### config.mk
export PLATFORM = sky130hd
export DESIGN_NAME = dtlb
export DESIGN_NICKNAME = d
export VERILOG_FILES = /design/src/verilog/lsq_pkg.sv /design/src/verilog/dtlb.sv
export VERILOG_INCLUDE_DIRS = /design/src /design/src/verilog
export SDC_FILE = /design/constraint.sdc
export NUM_CORES = 1
export LEC_CHECK = 0
export BUFFER_PORTS_ARGS = -buffer_cell sky130_fd_sc_hd__buf_2
export CAP_MARGIN = 20
export CORE_MARGIN = 1
export CORE_UTILIZATION = 40
export CTS_CLUSTER_DIAMETER = 60
export DETAILED_ROUTE_END_ITERATION = 16
export GPL_ROUTABILITY_DRIVEN = 0
export HOLD_SLACK_MARGIN = 0.03
export RECOVER_POWER = 100
export SLEW_MARGIN = 20
export SYNTH_ARGS = -nofsm -noshare
export SYNTH_HDL_FRONTEND = slang
export SYNTH_SLANG_ARGS = --single-unit
### constraint.sdc
create_clock -name clk_i -period 4.2 [get_ports clk_i]
set_clock_uncertainty 0.1 [all_clocks]
set_input_delay 0.42 -clock clk_i [delete_from_list [all_inputs] [get_ports clk_i]]
set_output_delay 0.42 -clock clk_i [all_outputs]
set_load 0.01 [all_outputs]
### src/verilog/lsq_config.svh
// Load/store path configuration
`ifndef LSQ_CONFIG_SVH
`define LSQ_CONFIG_SVH

// Queue and buffer depths, powers of two
`define LSQ_ENTRIES 8
`define SB_ENTRIES 4

// Fully associative data TLB
`define TLB_ENTRIES 4

// Data memory in words, indexed by physical address bits 9:2
`define MEM_WORDS 256

// First physical address outside of memory
`define PHYS_MEM_LIMIT 32'h0001_0000

// Width of the global instruction index
`define GL_IDX_BITS 6

`endif

### src/verilog/lsq_pkg.sv
// Load/store path types
`default_nettype none

`include "lsq_config.svh"

package lsq_pkg;

    typedef logic [31:0] vaddr_t;   // Virtual address
    typedef logic [31:0] paddr_t;   // Physical address
    typedef logic [19:0] vpn_t;     // 4 KiB pages
    typedef logic [19:0] ppn_t;
    typedef logic [31:0] word_t;

    typedef logic [`GL_IDX_BITS-1:0] gl_index_t;

    typedef enum logic [1:0] {
        SIZE_BYTE,
        SIZE_HALF,
        SIZE_WORD
    } mem_size_t;

    // Exception causes, listed in check priority
    typedef enum logic [2:0] {
        XC_NONE,
        XC_LD_MISALIGNED,
        XC_ST_MISALIGNED,
        XC_LD_PAGE_FAULT,
        XC_ST_PAGE_FAULT,
        XC_LD_ACCESS_FAULT,
        XC_ST_ACCESS_FAULT
    } xcpt_cause_t;

endpackage

`default_nettype wire

### src/verilog/dtlb.sv
// Data TLB
`timescale 1ns/1ps
`default_nettype none

`include "lsq_config.svh"

module dtlb
    import lsq_pkg::*;
(
    input  logic clk_i,
    input  logic rstn_i,
    input  logic fill_i,
    input  vpn_t fill_vpn_i,
    input  ppn_t fill_ppn_i,
    input  logic fill_writable_i,
    input  vpn_t lookup_vpn_i,
    output logic lookup_hit_o,
    output ppn_t lookup_ppn_o,
    output logic lookup_writable_o
);

    localparam int IDX_W = $clog2(`TLB_ENTRIES);

    logic ent_valid [`TLB_ENTRIES];
    vpn_t ent_vpn   [`TLB_ENTRIES];
    ppn_t ent_ppn   [`TLB_ENTRIES];
    logic ent_wr    [`TLB_ENTRIES];

    logic [IDX_W-1:0] rr_ptr;     // Next victim
    logic [IDX_W-1:0] fill_idx;
    logic             fill_match;

    always_comb begin
        lookup_hit_o      = 1'b0;
        lookup_ppn_o      = '0;
        lookup_writable_o = 1'b0;
        for (int i = 0; i < `TLB_ENTRIES; i++) begin
            if (ent_valid[i] && ent_vpn[i] == lookup_vpn_i) begin
                lookup_hit_o      = 1'b1;
                lookup_ppn_o      = ent_ppn[i];
                lookup_writable_o = ent_wr[i];
            end
        end
    end

    // A fill for a page already present reuses its entry
    always_comb begin
        fill_match = 1'b0;
        fill_idx   = rr_ptr;
        for (int i = 0; i < `TLB_ENTRIES; i++) begin
            if (ent_valid[i] && ent_vpn[i] == fill_vpn_i) begin
                fill_match = 1'b1;
                fill_idx   = IDX_W'(i);
            end
        end
    end

    always_ff @(posedge clk_i or negedge rstn_i) begin
        if (!rstn_i) begin
            rr_ptr <= '0;
            for (int i = 0; i < `TLB_ENTRIES; i++) begin
                ent_valid[i] <= 1'b0;
            end
        end else if (fill_i) begin
            ent_valid[fill_idx] <= 1'b1;
            if (!fill_match) rr_ptr <= rr_ptr + 1'b1;   // Advance only on replacement
        end
    end

    always_ff @(posedge clk_i) begin
        if (fill_i) begin
            ent_vpn[fill_idx] <= fill_vpn_i;
            ent_ppn[fill_idx] <= fill_ppn_i;
            ent_wr[fill_idx]  <= fill_writable_i;
        end
    end

endmodule

`default_nettype wire

Word level (Yosys, flattened, before mapping)
Memory sizes are Yosys's and may differ from the RTL's.
Index checks and enable logic that the tools add are counted.
Word-level totals
  register bits: 6
  bits in writable memories: 164
  input bits: 64
  output and inout port bits: 22
  memories: 3
Memory list
  ent_ppn: depth 4, width 20, read ports 4, clocked after memory_dff 0, wr ports 1, RTL line dtlb.sv:26  | ppn_t ent_ppn [`TLB_ENTRIES];
  ent_vpn: depth 4, width 20, read ports 4, clocked after memory_dff 0, wr ports 1, RTL line dtlb.sv:25  | vpn_t ent_vpn [`TLB_ENTRIES];
  ent_wr: depth 4, width 1, read ports 4, clocked after memory_dff 0, wr ports 1, RTL line dtlb.sv:27  | logic ent_wr [`TLB_ENTRIES];
Cells by class
  add/sub/neg operators: 1
  magnitude comparators: 2
  equality and inequality tests: 8
  mux-type cells: 24
  bitwise operators: 3
  reductions and logical operators: 10
Operators by type and width (count)
  20-bit equality test: 8
  20-bit two-way mux: 4
  1-bit two-way mux: 15
  1-bit logical AND: 9
  2-bit two-way mux: 4
  4-bit OR: 1
  3-bit >= comparator, second input constant: 1
  3-bit by 1-bit < comparator with 1-bit output, second input constant: 1
  2-bit NOT with 3-bit output: 1
  2-bit by 1-bit adder with 2-bit output, second input constant: 1
  1-bit demux with 2-bit select: 1
  2-bit AND reduction: 1
  1-bit NOT: 1

Depth between registers and ports, before layout
  depth after elaboration: 12
  mapped depth: 9
  gate-level depth less buffers: 7

Worst setup path before layout
No wires, ideal clock.
  kind: input -> register
  start point: input fill_vpn_i[14]
  end point: memory ent_ppn[2][0] (netlist bit), enable pin
  library setup time: 0.453 ns
  arrival: 3.729 ns
  slack: -0.082 ns
  cell stages on the path: 8
  path through: clkbuf_1 xnor2_1 nand3_1 nor4_1 nand3_1 a311oi_4 inv_2 a21oi_1
Between the ends
  longest elaborated chain between the ends: 6
  elaborated cells on any way between the ends: 12
Ends and longest elaborated chain
  from (decl): RTL line dtlb.sv:13  | input vpn_t fill_vpn_i,
  20-bit equality test: RTL line dtlb.sv:51  | if (ent_valid[i] && ent_vpn[i] == fill_vpn_i) begin
  1-bit logical AND: RTL line dtlb.sv:51
  2-bit two-way mux (3 in series): RTL line dtlb.sv:51
  2-bit two-way mux (*): RTL line dtlb.sv:51
  to (decl): RTL line dtlb.sv:26
Mark *: on every way between the ends. The rest lies on a longest branch, timed or not.

==> results by group <==
Placement
  • Port-buffer cells: 85
  • Dpl cells: 924
  • Post-DP HPWL: around 13 mm

Final layout
  • Register area: 5070 µm²
  • Syn-to-layout area delta: 15.9%
  • Final non-filler cell total: 957
  • Share of layout cells above drive strength 1: between 10% and 20%
  • Most frequent cells in the layout: 164 x edfxtp_1, 102 x xnor2_1, 63 x clkbuf_1, 55 x xor2_1, 36 x o21ai_0
  • # fillers: 1798
  • Most common cell after layout, fill and taps aside: edfxtp_1
  • Antenna cell count: 0
  • Area of the multi-input gates: 2700 µm²
  • Final Core Density: 47.4%
  • Final Net Count: 743

STA
  • Max_slew headroom: 17.9%
  • Crit share post-route: 88.0%
  • Worst-margin pin slew: between 1 and 1.5 ns
  • Hold Violations, Final: 0
  • Final setup viols: 0
  • Post-Route Setup TNS: 0 ns
  • Slew Limit Fails: 0
  • FMAX: approximately 270 MHz
  • Min Tclk post-route: 3.70 ns
  • RSZ-0062 raised after global routing: no

Critical path
  • CP max stage delay: 0.68 ns
  • Worst-path cell chain: xnor2_1 > nand4_1 > nor4_1 > nand3_1 > a311oi_4 > inv_1 > nor2_1 > clkbuf_4
  • Crit path max fanout: 37
  • CP Buf/Inv Count: 2
  • Crit path arrival time: around 3.7 ns
  • Setup CP Type: reg -> reg
  • CP Launch Type: register
  • Crit path capture type: register
  • Worst path required time: 4.18 ns
  • Largest delay contributor family on the critical path: simple AND/OR/NAND/NOR gates
  • Slowest CP cell: clkbuf_4

Floorplan
  • Initial Util: 40.9%
  • IO Pins: 86
  • Die Y: 143 µm
  • Die W: 143 µm
  • Row cnt: 51
  • Die ar.: 20500 µm²
  • Core area: 19500 µm²

Global route
  • M1 GR Usage: 27.3%
  • Global Route Usage Sum: 20.0%
  • Busiest layer in global routing: met2
  • Largest net degree at the start of global routing: 44
  • Initial antenna violation count: 0
  • Global-route wire length before repair: 29.1 mm
  • Congestion Overflow GR: 0
  • Vias in the first global route: 4895
  • Routing usage on met2: between 30% and 40%
  • M3 GR Usage: under 10%

Logic synthesis
  • Synthesized Nets: 659
  • Cell area after synthesis: 7980 µm²
  • Syn. warnings: 0
  • Post-Synthesis Cells: slightly below 600
  • Yosys cell types: 35
  • Register bit total from synthesis: 170
  • Syn avg cell area: 13.4 µm²
  • Register area share after synthesis: 63.6%

Clocking
  • Clk slew on worst S/H paths: roughly 0.070 ns
  • TritonCTS clock tree: built
  • Cts repair resizes: 0
  • Cts bufs inserted: 17
  • Bufs on Longest Clock Path: 2
  • Worst skew pair latency: 0.44 ns
  • CTS H-tree lvls: 4
  • Clk Tree Root Cell: clkbuf_16
  • Clk sinks: 170
  • Postcts setup bufs: 0

Run
  • Max-Cap Viols: 0

Status
  • Outcome: completed

Detailed routing
  • Residual DRC: 0
  • Avg WL per Cell: 20.3 µm
  • Via count: 4941
  • Vias/cell: 5.16
  • Drt first-iter violations: 386
  • Drt pass-1 iters: 6
  • Antenna-violating nets left: 0
  • Final WL: about 19 mm

Power and ir drop
  • Pwr/cell area: 507 nW/µm²
  • Worst VDD drop: 0.000385 V
  • Leakage power: 3.17 nW

Hold path
  • Worst hold path type: in -> reg
==> area by class of cell <==
class                           count  area share, %
Multi-Input combinational cell    370           29.2
Tap cell                          265           3.58
Clock buffer                       17           4.60
Timing Repair Buffer               97           4.91
Sequential cell                   170           54.8
Clock inverter                     15           1.92
Inverter                           23          0.933
==> per-layer routing <==
metal	up-vias	part of all wire, %
met2	160	47
met1	2435	45
met3	26	5.2
met5	-	0
li1	2320	-
met4	0	2.3
==> cell families after synthesis <==
kind of cell | share of synthesized area [%]
buffers and inverters | 2.98
flip-flops | 63.6
XOR/XNOR | 18.2
AND/OR/NAND/NOR | 8.21
AO/OA/AOI/OAI | 6.98
==> Yosys cell counts (all sizes together) <==
library cell	count	area [µm²]
edfxtp	164	4920
xnor2	107	975
xor2	55	482
o21ai	43	215
nand3	31	155
nand2	27	104
nand4	26	169
a21oi	23	119
inv	23	86.3
clkbuf	22	82.6
o21a	21	158
nor4	20	168
buf	10	68.8
dfrtp	6	150
nor2	4	15.0
o21bai	3	22.5
and2	2	13.8
or2	2	12.5
a211oi	1	7.51
a21o	1	8.76
a311oi	1	26.3
and3	1	6.26
nand3b	1	7.51
nor3	1	5.00
==> stage by stage <==
stage	hold slack (ns)	cell area, µm²	power, W	worst slack (ns)
3_3_place_gp	0.165	8750	0.00315	0.758
4_1_cts	0.0755	9360	0.00475	0.690
6_report	0.121	9250	0.00469	0.503
2_1_floorplan	0.0244	7990	0.00282	0.197
3_5_place_dp	0.169	8750	0.00317	0.659
5_1_grt	0.132	9250	0.00486	0.285
==> path summary, 6_finish.rpt <==
kind,startpoint,slack [ns],end,cells after the start
min in group asynchronous,rstn_i,0.33,ent_valid[3],2
min reg2reg,ent_valid[1],0.42,ent_valid[1],1
min,fill_ppn_i[18],0.12,ent_ppn[1][18],1
max in group asynchronous,rstn_i,3.37,ent_valid[0],2
max,ent_vpn[0][6],0.50,ent_ppn[0][9],8
max reg2reg,ent_vpn[0][6],0.50,ent_ppn[0][9],8
==> flip-flops by register name, indices dropped and copies added, names as in the netlist <==
name,flops
ent_wr,4
ent_valid,4
ent_ppn,80
ent_vpn,80
rr_ptr,2
==> where the power goes <==
group | internal (W) | switching, W
sequential | 0.00222 | 0.000138
combinational | 0.000257 | 0.000490
clock | 0.000853 | 0.000736
total | 0.00333 | 0.00136
==> worst register-to-register path, delay by kind of cell (launching register included) <==
family	cells	cell delay, ns
AOI/OAI and AO/OA	1	0.51
xor gates and xnor gates	1	0.31
buffers and inverters	2	0.88
DFF	1	0.42
and+or+nand+nor	4	1.09
==> repair_timing <==
item	in CTS	in global routing
hold buffers	1	0
endpoints found under the setup margin	0	0
hold endpoints to repair	6	0
No activity file was read; power rests on OpenSTA's default activity.
