==> config.mk <==
export PLATFORM = sky130hd
export DESIGN_NAME = load_store_queue
export DESIGN_NICKNAME = d
export VERILOG_FILES = /design/src/verilog/lsq_pkg.sv /design/src/verilog/load_store_queue.sv
export VERILOG_INCLUDE_DIRS = /design/src /design/src/verilog
export SDC_FILE = /design/constraint.sdc
export NUM_CORES = 1
export LEC_CHECK = 0
export BUFFER_PORTS_ARGS = -buffer_cell sky130_fd_sc_hd__buf_4
export CAP_MARGIN = 20
export CORE_MARGIN = 5
export CORE_UTILIZATION = 45
export DETAILED_ROUTE_END_ITERATION = 8
export GPL_ROUTABILITY_DRIVEN = 0
export PLACE_DENSITY = 0.7
export SYNTH_ARGS = -nofsm -noshare
export SYNTH_HDL_FRONTEND = slang
export SYNTH_SLANG_ARGS = --single-unit
==> constraint.sdc <==
create_clock -name clk_i -period 7.71 [get_ports clk_i]
set_input_delay 0.771 -clock clk_i [delete_from_list [all_inputs] [get_ports clk_i]]
set_output_delay 0.771 -clock clk_i [all_outputs]
set_load 0.02 [all_outputs]
==> src/verilog/lsq_config.svh <==
// Load/store path configuration
`ifndef LSQ_CONFIG_SVH
`define LSQ_CONFIG_SVH

// Queue and buffer depths, powers of two
`define LSQ_ENTRIES 8
`define SB_ENTRIES 4

// Fully associative data TLB
`define TLB_ENTRIES 4

// Data memory in words, indexed by physical address bits 9:2
`define MEM_WORDS 256

// First physical address outside of memory
`define PHYS_MEM_LIMIT 32'h0001_0000

// Width of the global instruction index
`define GL_IDX_BITS 6

`endif

==> src/verilog/lsq_pkg.sv <==
// Load/store path types
`default_nettype none

`include "lsq_config.svh"

package lsq_pkg;

    typedef logic [31:0] vaddr_t;   // Virtual address
    typedef logic [31:0] paddr_t;   // Physical address
    typedef logic [19:0] vpn_t;     // 4 KiB pages
    typedef logic [19:0] ppn_t;
    typedef logic [31:0] word_t;

    typedef logic [`GL_IDX_BITS-1:0] gl_index_t;

    typedef enum logic [1:0] {
        SIZE_BYTE,
        SIZE_HALF,
        SIZE_WORD
    } mem_size_t;

    // Exception causes, listed in check priority
    typedef enum logic [2:0] {
        XC_NONE,
        XC_LD_MISALIGNED,
        XC_ST_MISALIGNED,
        XC_LD_PAGE_FAULT,
        XC_ST_PAGE_FAULT,
        XC_LD_ACCESS_FAULT,
        XC_ST_ACCESS_FAULT
    } xcpt_cause_t;

endpackage

`default_nettype wire

==> src/verilog/load_store_queue.sv <==
// Load/store queue
`timescale 1ns/1ps
`default_nettype none

`include "lsq_config.svh"

module load_store_queue
    import lsq_pkg::*;
(
    input  logic        clk_i,
    input  logic        rstn_i,
    input  logic        flush_i,
    input  logic        instr_valid_i,
    input  logic        instr_is_store_i,
    input  mem_size_t   instr_size_i,
    input  vaddr_t      instr_addr_i,
    input  word_t       instr_data_i,
    input  gl_index_t   instr_gl_idx_i,
    input  logic        translate_en_i,
    input  logic        tlb_hit_i,
    input  ppn_t        tlb_ppn_i,
    input  logic        tlb_writable_i,
    input  logic        sb_full_i,
    input  logic        sb_empty_i,
    input  logic        sb_collision_i,
    input  logic        port_busy_i,
    output logic        full_o,
    output logic        empty_o,
    output logic        pmu_load_after_store_o,
    output vpn_t        tlb_vpn_o,
    output logic        sb_push_o,
    output paddr_t      head_paddr_o,
    output mem_size_t   head_size_o,
    output word_t       head_data_o,
    output gl_index_t   head_gl_idx_o,
    output logic        issue_o,
    output xcpt_cause_t issue_xcpt_o,
    output logic        issue_is_store_o
);

    localparam int PTR_W = $clog2(`LSQ_ENTRIES);
    localparam int CNT_W = PTR_W + 1;

    // Address field holds the physical address once translated
    logic        ent_is_store [`LSQ_ENTRIES];
    mem_size_t   ent_size     [`LSQ_ENTRIES];
    vaddr_t      ent_addr     [`LSQ_ENTRIES];
    word_t       ent_data     [`LSQ_ENTRIES];
    gl_index_t   ent_gl_idx   [`LSQ_ENTRIES];
    xcpt_cause_t ent_xcpt     [`LSQ_ENTRIES];

    logic [PTR_W-1:0] head;       // Oldest translated entry
    logic [PTR_W-1:0] tail;       // Next free entry
    logic [PTR_W-1:0] xlat_ptr;   // Oldest untranslated entry
    logic [CNT_W-1:0] num_to_translate;
    logic [CNT_W-1:0] num_to_exe;

    logic        accept;
    logic        xlat_ok;
    logic        head_valid;
    logic        pop;
    vaddr_t      xlat_vaddr;
    paddr_t      xlat_paddr;
    xcpt_cause_t xlat_cause;

    assign full_o  = ((num_to_translate + num_to_exe) == CNT_W'(`LSQ_ENTRIES)) || flush_i;
    assign empty_o = (num_to_translate == '0) && (num_to_exe == '0) && sb_empty_i;
    assign accept  = instr_valid_i && !full_o;

    assign tlb_vpn_o = ent_addr[xlat_ptr][31:12];

    // Translation and exception checks for the oldest untranslated entry
    always_comb begin
        xlat_vaddr = ent_addr[xlat_ptr];
        xlat_paddr = translate_en_i ? {tlb_ppn_i, xlat_vaddr[11:0]} : xlat_vaddr;
        xlat_ok    = (num_to_translate != '0) && (!translate_en_i || tlb_hit_i);
        xlat_cause = XC_NONE;
        if ((ent_size[xlat_ptr] == SIZE_HALF && xlat_vaddr[0]) ||
            (ent_size[xlat_ptr] == SIZE_WORD && xlat_vaddr[1:0] != 2'b00)) begin
            xlat_cause = ent_is_store[xlat_ptr] ? XC_ST_MISALIGNED : XC_LD_MISALIGNED;
        end else if (translate_en_i && ent_is_store[xlat_ptr] && !tlb_writable_i) begin
            xlat_cause = XC_ST_PAGE_FAULT;   // Read-only page
        end else if (xlat_paddr >= `PHYS_MEM_LIMIT) begin
            xlat_cause = ent_is_store[xlat_ptr] ? XC_ST_ACCESS_FAULT : XC_LD_ACCESS_FAULT;
        end
    end

    assign head_paddr_o     = ent_addr[head];
    assign head_size_o      = ent_size[head];
    assign head_data_o      = ent_data[head];
    assign head_gl_idx_o    = ent_gl_idx[head];
    assign issue_xcpt_o     = ent_xcpt[head];
    assign issue_is_store_o = ent_is_store[head];

    assign head_valid = (num_to_exe != '0) && !flush_i;

    // Head action: exception report, store push or load issue
    always_comb begin
        issue_o                = 1'b0;
        sb_push_o              = 1'b0;
        pmu_load_after_store_o = 1'b0;
        if (head_valid && ent_xcpt[head] != XC_NONE) begin
            issue_o = !port_busy_i;
        end else if (head_valid && ent_is_store[head]) begin
            sb_push_o = !sb_full_i;
        end else if (head_valid) begin
            issue_o                = !sb_collision_i && !port_busy_i;
            pmu_load_after_store_o = sb_collision_i;   // Held behind an older store
        end
    end

    assign pop = issue_o || sb_push_o;

    always_ff @(posedge clk_i or negedge rstn_i) begin
        if (!rstn_i) begin
            head             <= '0;
            tail             <= '0;
            xlat_ptr         <= '0;
            num_to_translate <= '0;
            num_to_exe       <= '0;
        end else if (flush_i) begin
            head             <= '0;
            tail             <= '0;
            xlat_ptr         <= '0;
            num_to_translate <= '0;
            num_to_exe       <= '0;
        end else begin
            head             <= head + PTR_W'(pop);
            tail             <= tail + PTR_W'(accept);
            xlat_ptr         <= xlat_ptr + PTR_W'(xlat_ok);
            num_to_translate <= num_to_translate + CNT_W'(accept) - CNT_W'(xlat_ok);
            num_to_exe       <= num_to_exe + CNT_W'(xlat_ok) - CNT_W'(pop);
        end
    end

    // Tail and translate pointer never meet while the entry is untranslated
    always_ff @(posedge clk_i) begin
        if (accept) begin
            ent_is_store[tail] <= instr_is_store_i;
            ent_size[tail]     <= instr_size_i;
            ent_addr[tail]     <= instr_addr_i;
            ent_data[tail]     <= instr_data_i;
            ent_gl_idx[tail]   <= instr_gl_idx_i;
        end
        if (xlat_ok) begin
            ent_addr[xlat_ptr] <= xlat_paddr;
            ent_xcpt[xlat_ptr] <= xlat_cause;
        end
    end

endmodule

`default_nettype wire

# Word level (Yosys, flattened, before mapping)
# Memories as Yosys holds them, arrays and structs flattened.
# Index checks and enable logic that the tools add are counted.
# Widths: inputs -> output; s select.
dict set report op_classes {
  n_addsub 8
  eq_ne 3
  order_cmp 1
  n_mux 23
  n_reduce_logical 29
}
# operator n
set ops {}
lappend ops {{$ge 32x17->1 const B} 1}
lappend ops {{$mux 32} 1}
lappend ops {{$mux 3} 6}
lappend ops {{$logic_and 1x1->1} 12}
lappend ops {{$mux 1} 12}
lappend ops {{$add 3x1->3} 3}
lappend ops {{$add 4x1->4} 2}
lappend ops {{$logic_not 4->1} 2}
lappend ops {{$mux 4} 2}
lappend ops {{$reduce_bool 4->1} 2}
lappend ops {{$sub 4x1->4} 2}
lappend ops {{$logic_not 1->1} 7}
lappend ops {{$add 4x4->4} 1}
lappend ops {{$eq 4x4->1 const B} 1}
lappend ops {{$logic_or 1x1->1} 4}
lappend ops {{$mux 2} 2}
lappend ops {{$reduce_bool 3->1} 1}
lappend ops {{$eq 2x1->1 const B} 1}
lappend ops {{$eq 2x2->1 const B} 1}
lappend ops {{$reduce_bool 2->1} 1}
dict set report totals {
  reg_bits 17
  in_bits 104
  out_inout_bits 101
  memories 6
  ram_bits 608
}
# memory depth width rd rd_clocked_by_memory_dff wr line
set memory_table {}
lappend memory_table {ent_addr 8 32 2 0 2 load_store_queue.sv:47} ;# vaddr_t ent_addr [`LSQ_ENTRIES];
lappend memory_table {ent_data 8 32 1 0 1 load_store_queue.sv:48} ;# word_t ent_data [`LSQ_ENTRIES];
lappend memory_table {ent_gl_idx 8 6 1 0 1 load_store_queue.sv:49} ;# gl_index_t ent_gl_idx [`LSQ_ENTRIES];
lappend memory_table {ent_xcpt 8 3 1 0 1 load_store_queue.sv:50} ;# xcpt_cause_t ent_xcpt [`LSQ_ENTRIES];
lappend memory_table {ent_size 8 2 2 0 1 load_store_queue.sv:46} ;# mem_size_t ent_size [`LSQ_ENTRIES];
lappend memory_table {ent_is_store 8 1 2 0 1 load_store_queue.sv:45} ;# logic ent_is_store [`LSQ_ENTRIES];

# Longest topological paths before layout
dict set report logic_depth {
  word_depth 8
  ltp_mapped 15
}

# Least setup slack after synthesis
# OpenSTA, ideal clock, no wires.
dict set report synth_timing {
  path_kind {register to register}
  from {register num_to_translate[0]}
  to {memory ent_addr[0][0] in the netlist's numbering, enable pin}
  arrival_ns 5.450
  setup_time_ns 0.375
  n_path_buf 0
  period_less_slack_ns 5.825
  required_time_ns 7.335
  setup_slack_ns 1.885
  stages_incl_launch_ff 9
  path_cell_list {dfrtp_1 > ha_1 > inv_1 > fa_1 > nor2b_1 > a311oi_1 > nand2b_1 > nor3_1 > or2_2}
}
# element line
set synth_rtl {}
lappend synth_rtl {{start: declaration} load_store_queue.sv:55} ;# logic [CNT_W-1:0] num_to_translate;
lappend synth_rtl {{start signal: assignment} load_store_queue.sv:131} ;# num_to_translate <= num_to_translate + CNT_W'(accept) - CNT_W'(xlat_ok);
lappend synth_rtl {{end: declaration} load_store_queue.sv:47}

# Worst setup path in the final report
dict set report layout_timing {
  from {register xlat_ptr[0]}
  to {output port tlb_vpn_o[17]}
}
dict set report layout_between {
  elab_chain_cells 1
}
# element line
set layout_lines {}
lappend layout_lines {{start: declaration} load_store_queue.sv:54} ;# logic [PTR_W-1:0] xlat_ptr;
lappend layout_lines {{start signal: assignment} load_store_queue.sv:130} ;# xlat_ptr <= xlat_ptr + PTR_W'(xlat_ok);
lappend layout_lines {{$mem_v2 8x32} --}
lappend layout_lines {{end: declaration} load_store_queue.sv:30} ;# output vpn_t tlb_vpn_o,
# No other way between the ends.

==> flow_summary.yaml <==
floorplanning:
  die_w_um: 266
  dieArea_um2: 70800
  ios: 205
  coreArea_um2: 64700
  start_util_pct: 45.6
  die_y_um: 266
  num_rows: 93
synth:
  yosysMostFrequentCell: "edfxtp_1"
  synthFlopType: "edfxtp_1"
  synth_xor_area_share_pct: 0.297
  synthTopCellsByCount: "edfxtp_1, nand2_1, mux4_2, o21ai_0, mux2_2"
  yosysTopAreaCell: "edfxtp_1"
  synth_top_family_by_area: "multiplexers"
  synth_top_area_share_pct: 61.9
  synthSimpleGateAreaFrac_pct: 7.52
  yosys-top-cells-area: "edfxtp_1, mux4_2, nand2_1, mux2_2, o21ai_0"
  synth.mux.area_fraction_pct: 19.1
  synthArstFlopShare_pct: 2.72
  ys_seq_elements: 625
  synthAdderAreaFrac_pct: 1.01
  synth-compound-area-share_pct: 6.00
  syn_area_um2: 29500
  yosysWarnings: 0
  synth_fp_nets: 2159
  synth_cells: 2033
  synth_edf_count: 608
  seq_area_frac_synth_pct: 63.3
  syn_avg_cell_area_um2: 14.5
  ys_types: 60
power_and_ir_drop:
  p_per_area_nw_per_um2: 336
  p_seq_share_pct: 38.8
  comb_power_share_pct: 35.2
  p_leak_nw: 11.8
  sw_frac_of_total_pct: 34.3
  power_mw: 11.4
  power_frac_clock_pct: 26.0
  peakVddDrop_mv: 0.222
  switching_power_mw: 3.91
  p_int_mw: 7.48
cts:
  hold_buffers: 1
  path_clk_slew_ns: 0.07
  cts.sinks: 625
  htreeDepth: 2
  cts_resized: 0
  cts-root-buf: "clkbuf_16"
  clk_latency_ns: 0.65
  clockBufferDepth: 3
  post_cts_buffers: 0
  numCtsBuffers: 60
  cts_tree: "yes"
place:
  dp_hpwl_um: 47800
  postPlaceCellArea_um2: 31900
  portBuffers: 204
worst_setup_path:
  startpoint_type: "register"
  critPathRequiredTime_ns: 6.94
  end_kind: "output pin"
  cp_max_fo: 60
  crit_type: "register to output pin"
  cp.arrival_ns: 4.22
grt:
  grt_overflow: 0
  antenna_found_initial: 3
  grt_pass1_vias: 18800
  grt_pass1_wl_um: 120000
  grtUsageTotal_pct: 22.3
  grt_max_degree: 72
timing:
  fin_setup_tns_ns: 0
  fmax_ghz: 0.200
  finalSetupViolCount: 0
  rsz0062_at_grt: "no"
  post-route-period-util_pct: 64.7
  fin_crit_ns: 4.99
  slew_viol_final: 0
  hold_viol: 0
  final.setup_skew_ns: 0.0266
  slew-limit-headroom_pct: 20.3
  worstMarginPinSlew_ns: 1.19
finish:
  synthToLayoutAreaGrowth_pct: 14.7
  final_cell_area_um2: 33800
  layout.nets: 2302
  drive_above_1_share_pct: 29.2
drt:
  drcViolationCount: 0
  drt_iter0_markers: 2094
  ant_nets: 0
  wirelength_um: 80900
  vias: 18400
  routed_via_density: 5.97
  routedWlPerCell_um: 26.3
  first_pass_iters: 6
min_path:
  hold_class: "input port to register"
flow_run:
  maxCapViolCount: 0
status:
  status: "complete, no violations"
==> metal layers <==
metal  GRT usage [%]  wire (um)
met1            29.6      31000
met2            37.6      39800
met3            4.44       7600
met4            6.97       2410
met5               0         13
==> state kept, by name, indices dropped and copies added (netlist names) <==
name / flops
ent_size: 16
ent_addr: 256
tail: 3
xlat_ptr: 3
ent_is_store: 8
ent_data: 256
num_to_translate: 4
num_to_exe: 4
head: 3
ent_gl_idx: 48
ent_xcpt: 24
==> critical path, cell delays in order, from the launching register on <==
cell and delay, ns:
dfrtp_4 0.93, buf_4 0.83, nor2b_1 0.88, a221oi_1 0.25
o32ai_1 0.34, buf_4 0.26
==> area by class of cell <==
| cell class | count | area [um2] |
|---|---|---|
| clock buffer | 69 | 1540 |
| timing repair buffer | 245 | 1840 |
| tap | 855 | 1070 |
| fill | 5240 | 30800 |
| sequential | 625 | 18700 |
| clock inverter | 40 | 444 |
| multi-input combinational | 1213 | 10100 |
| antenna | 1 | 2.50 |
| inverter | 31 | 116 |
==> power groups by stage <==
| stage | registers (mW) | clock network [mW] | logic [mW] |
|---|---|---|---|
| 6_report | 4.41 | 2.96 | 4.01 |
| 5_1_grt | 4.44 | 3.16 | 4.28 |
| 4_1_cts | 4.41 | 3.00 | 4.02 |
| 3_5_place_dp | 4.48 | 0 | 4.00 |
| 3_3_place_gp | 4.46 | 0 | 3.94 |
| 2_1_floorplan | 4.34 | 0 | 2.69 |
==> final timing paths <==
check / from / end / slack, ns / cells past startpoint
max in group asynchronous: rstn_i / xlat_ptr[1]$_DFF_PN0_ / 6.86 / 2
setup / recovery: xlat_ptr[0]$_DFF_PN0_ / tlb_vpn_o[17] / 2.72 / 5
hold / removal: instr_data_i[7] / ent_data[5][7]$_DFFE_PP_ / 0.35 / 1
min in group asynchronous: rstn_i / xlat_ptr[0]$_DFF_PN0_ / 0.59 / 2
setup reg to reg: xlat_ptr[0]$_DFF_PN0_ / ent_xcpt[5][0]$_DFFE_PP_ / 2.81 / 8
hold reg to reg: tail[0]$_DFF_PN0_ / tail[0]$_DFF_PN0_ / 0.65 / 2
==> cells in the final DEF, fill, tap and decap left out, drive strengths merged, types with 4 or more instances in the layout <==
master / synthesis / routed
a21o: 4 / 4
a21oi: 58 / 58
a221o: 8 / 8
a221oi: 22 / 22
a22oi: 13 / 13
buf: 69 / 244
bufinv: 0 / 7
clkbuf: 95 / 69
clkinv: 3 / 30
clkinvlp: 0 / 4
dfrtp: 17 / 17
edfxtp: 608 / 608
ha: 19 / 19
inv: 28 / 30
mux2: 126 / 126
mux2i: 64 / 64
mux4: 158 / 158
nand2: 409 / 409
nand2b: 13 / 13
nand3: 6 / 6
nor2: 70 / 70
nor2b: 16 / 16
nor3: 6 / 6
nor4b: 4 / 4
o21ai: 134 / 134
o22a: 8 / 8
o22ai: 13 / 13
o2bb2ai: 6 / 6
o31a: 4 / 4
or2: 7 / 7
xnor2: 8 / 8
==> cells by family (layout without fill, tap and decap cells) <==
family	count (synthesis)	in the layout
compound gates	290	290
xor+xnor	10	10
fa+ha+maj	22	22
buf+inv	195	385
flops	625	625
mux	348	348
other cells	0	1
simple gates	543	543
==> stage by stage <==
stage / utilization, % / worst slack, ns / cells / hold WS, ns
after CTS: 52.3 / 2.67 / 3078 / 0.304
after detailed placement: 49.2 / 3.06 / 2968 / 0.641
final: 52.3 / 2.72 / 3079 / 0.348
after global placement: 49.2 / 3.17 / 2968 / 0.628
after global routing: 52.3 / 2.48 / 3079 / 0.317
after floorplan: - / 1.89 / 2033 / 0.475
Power figures use the tool's default switching activity.
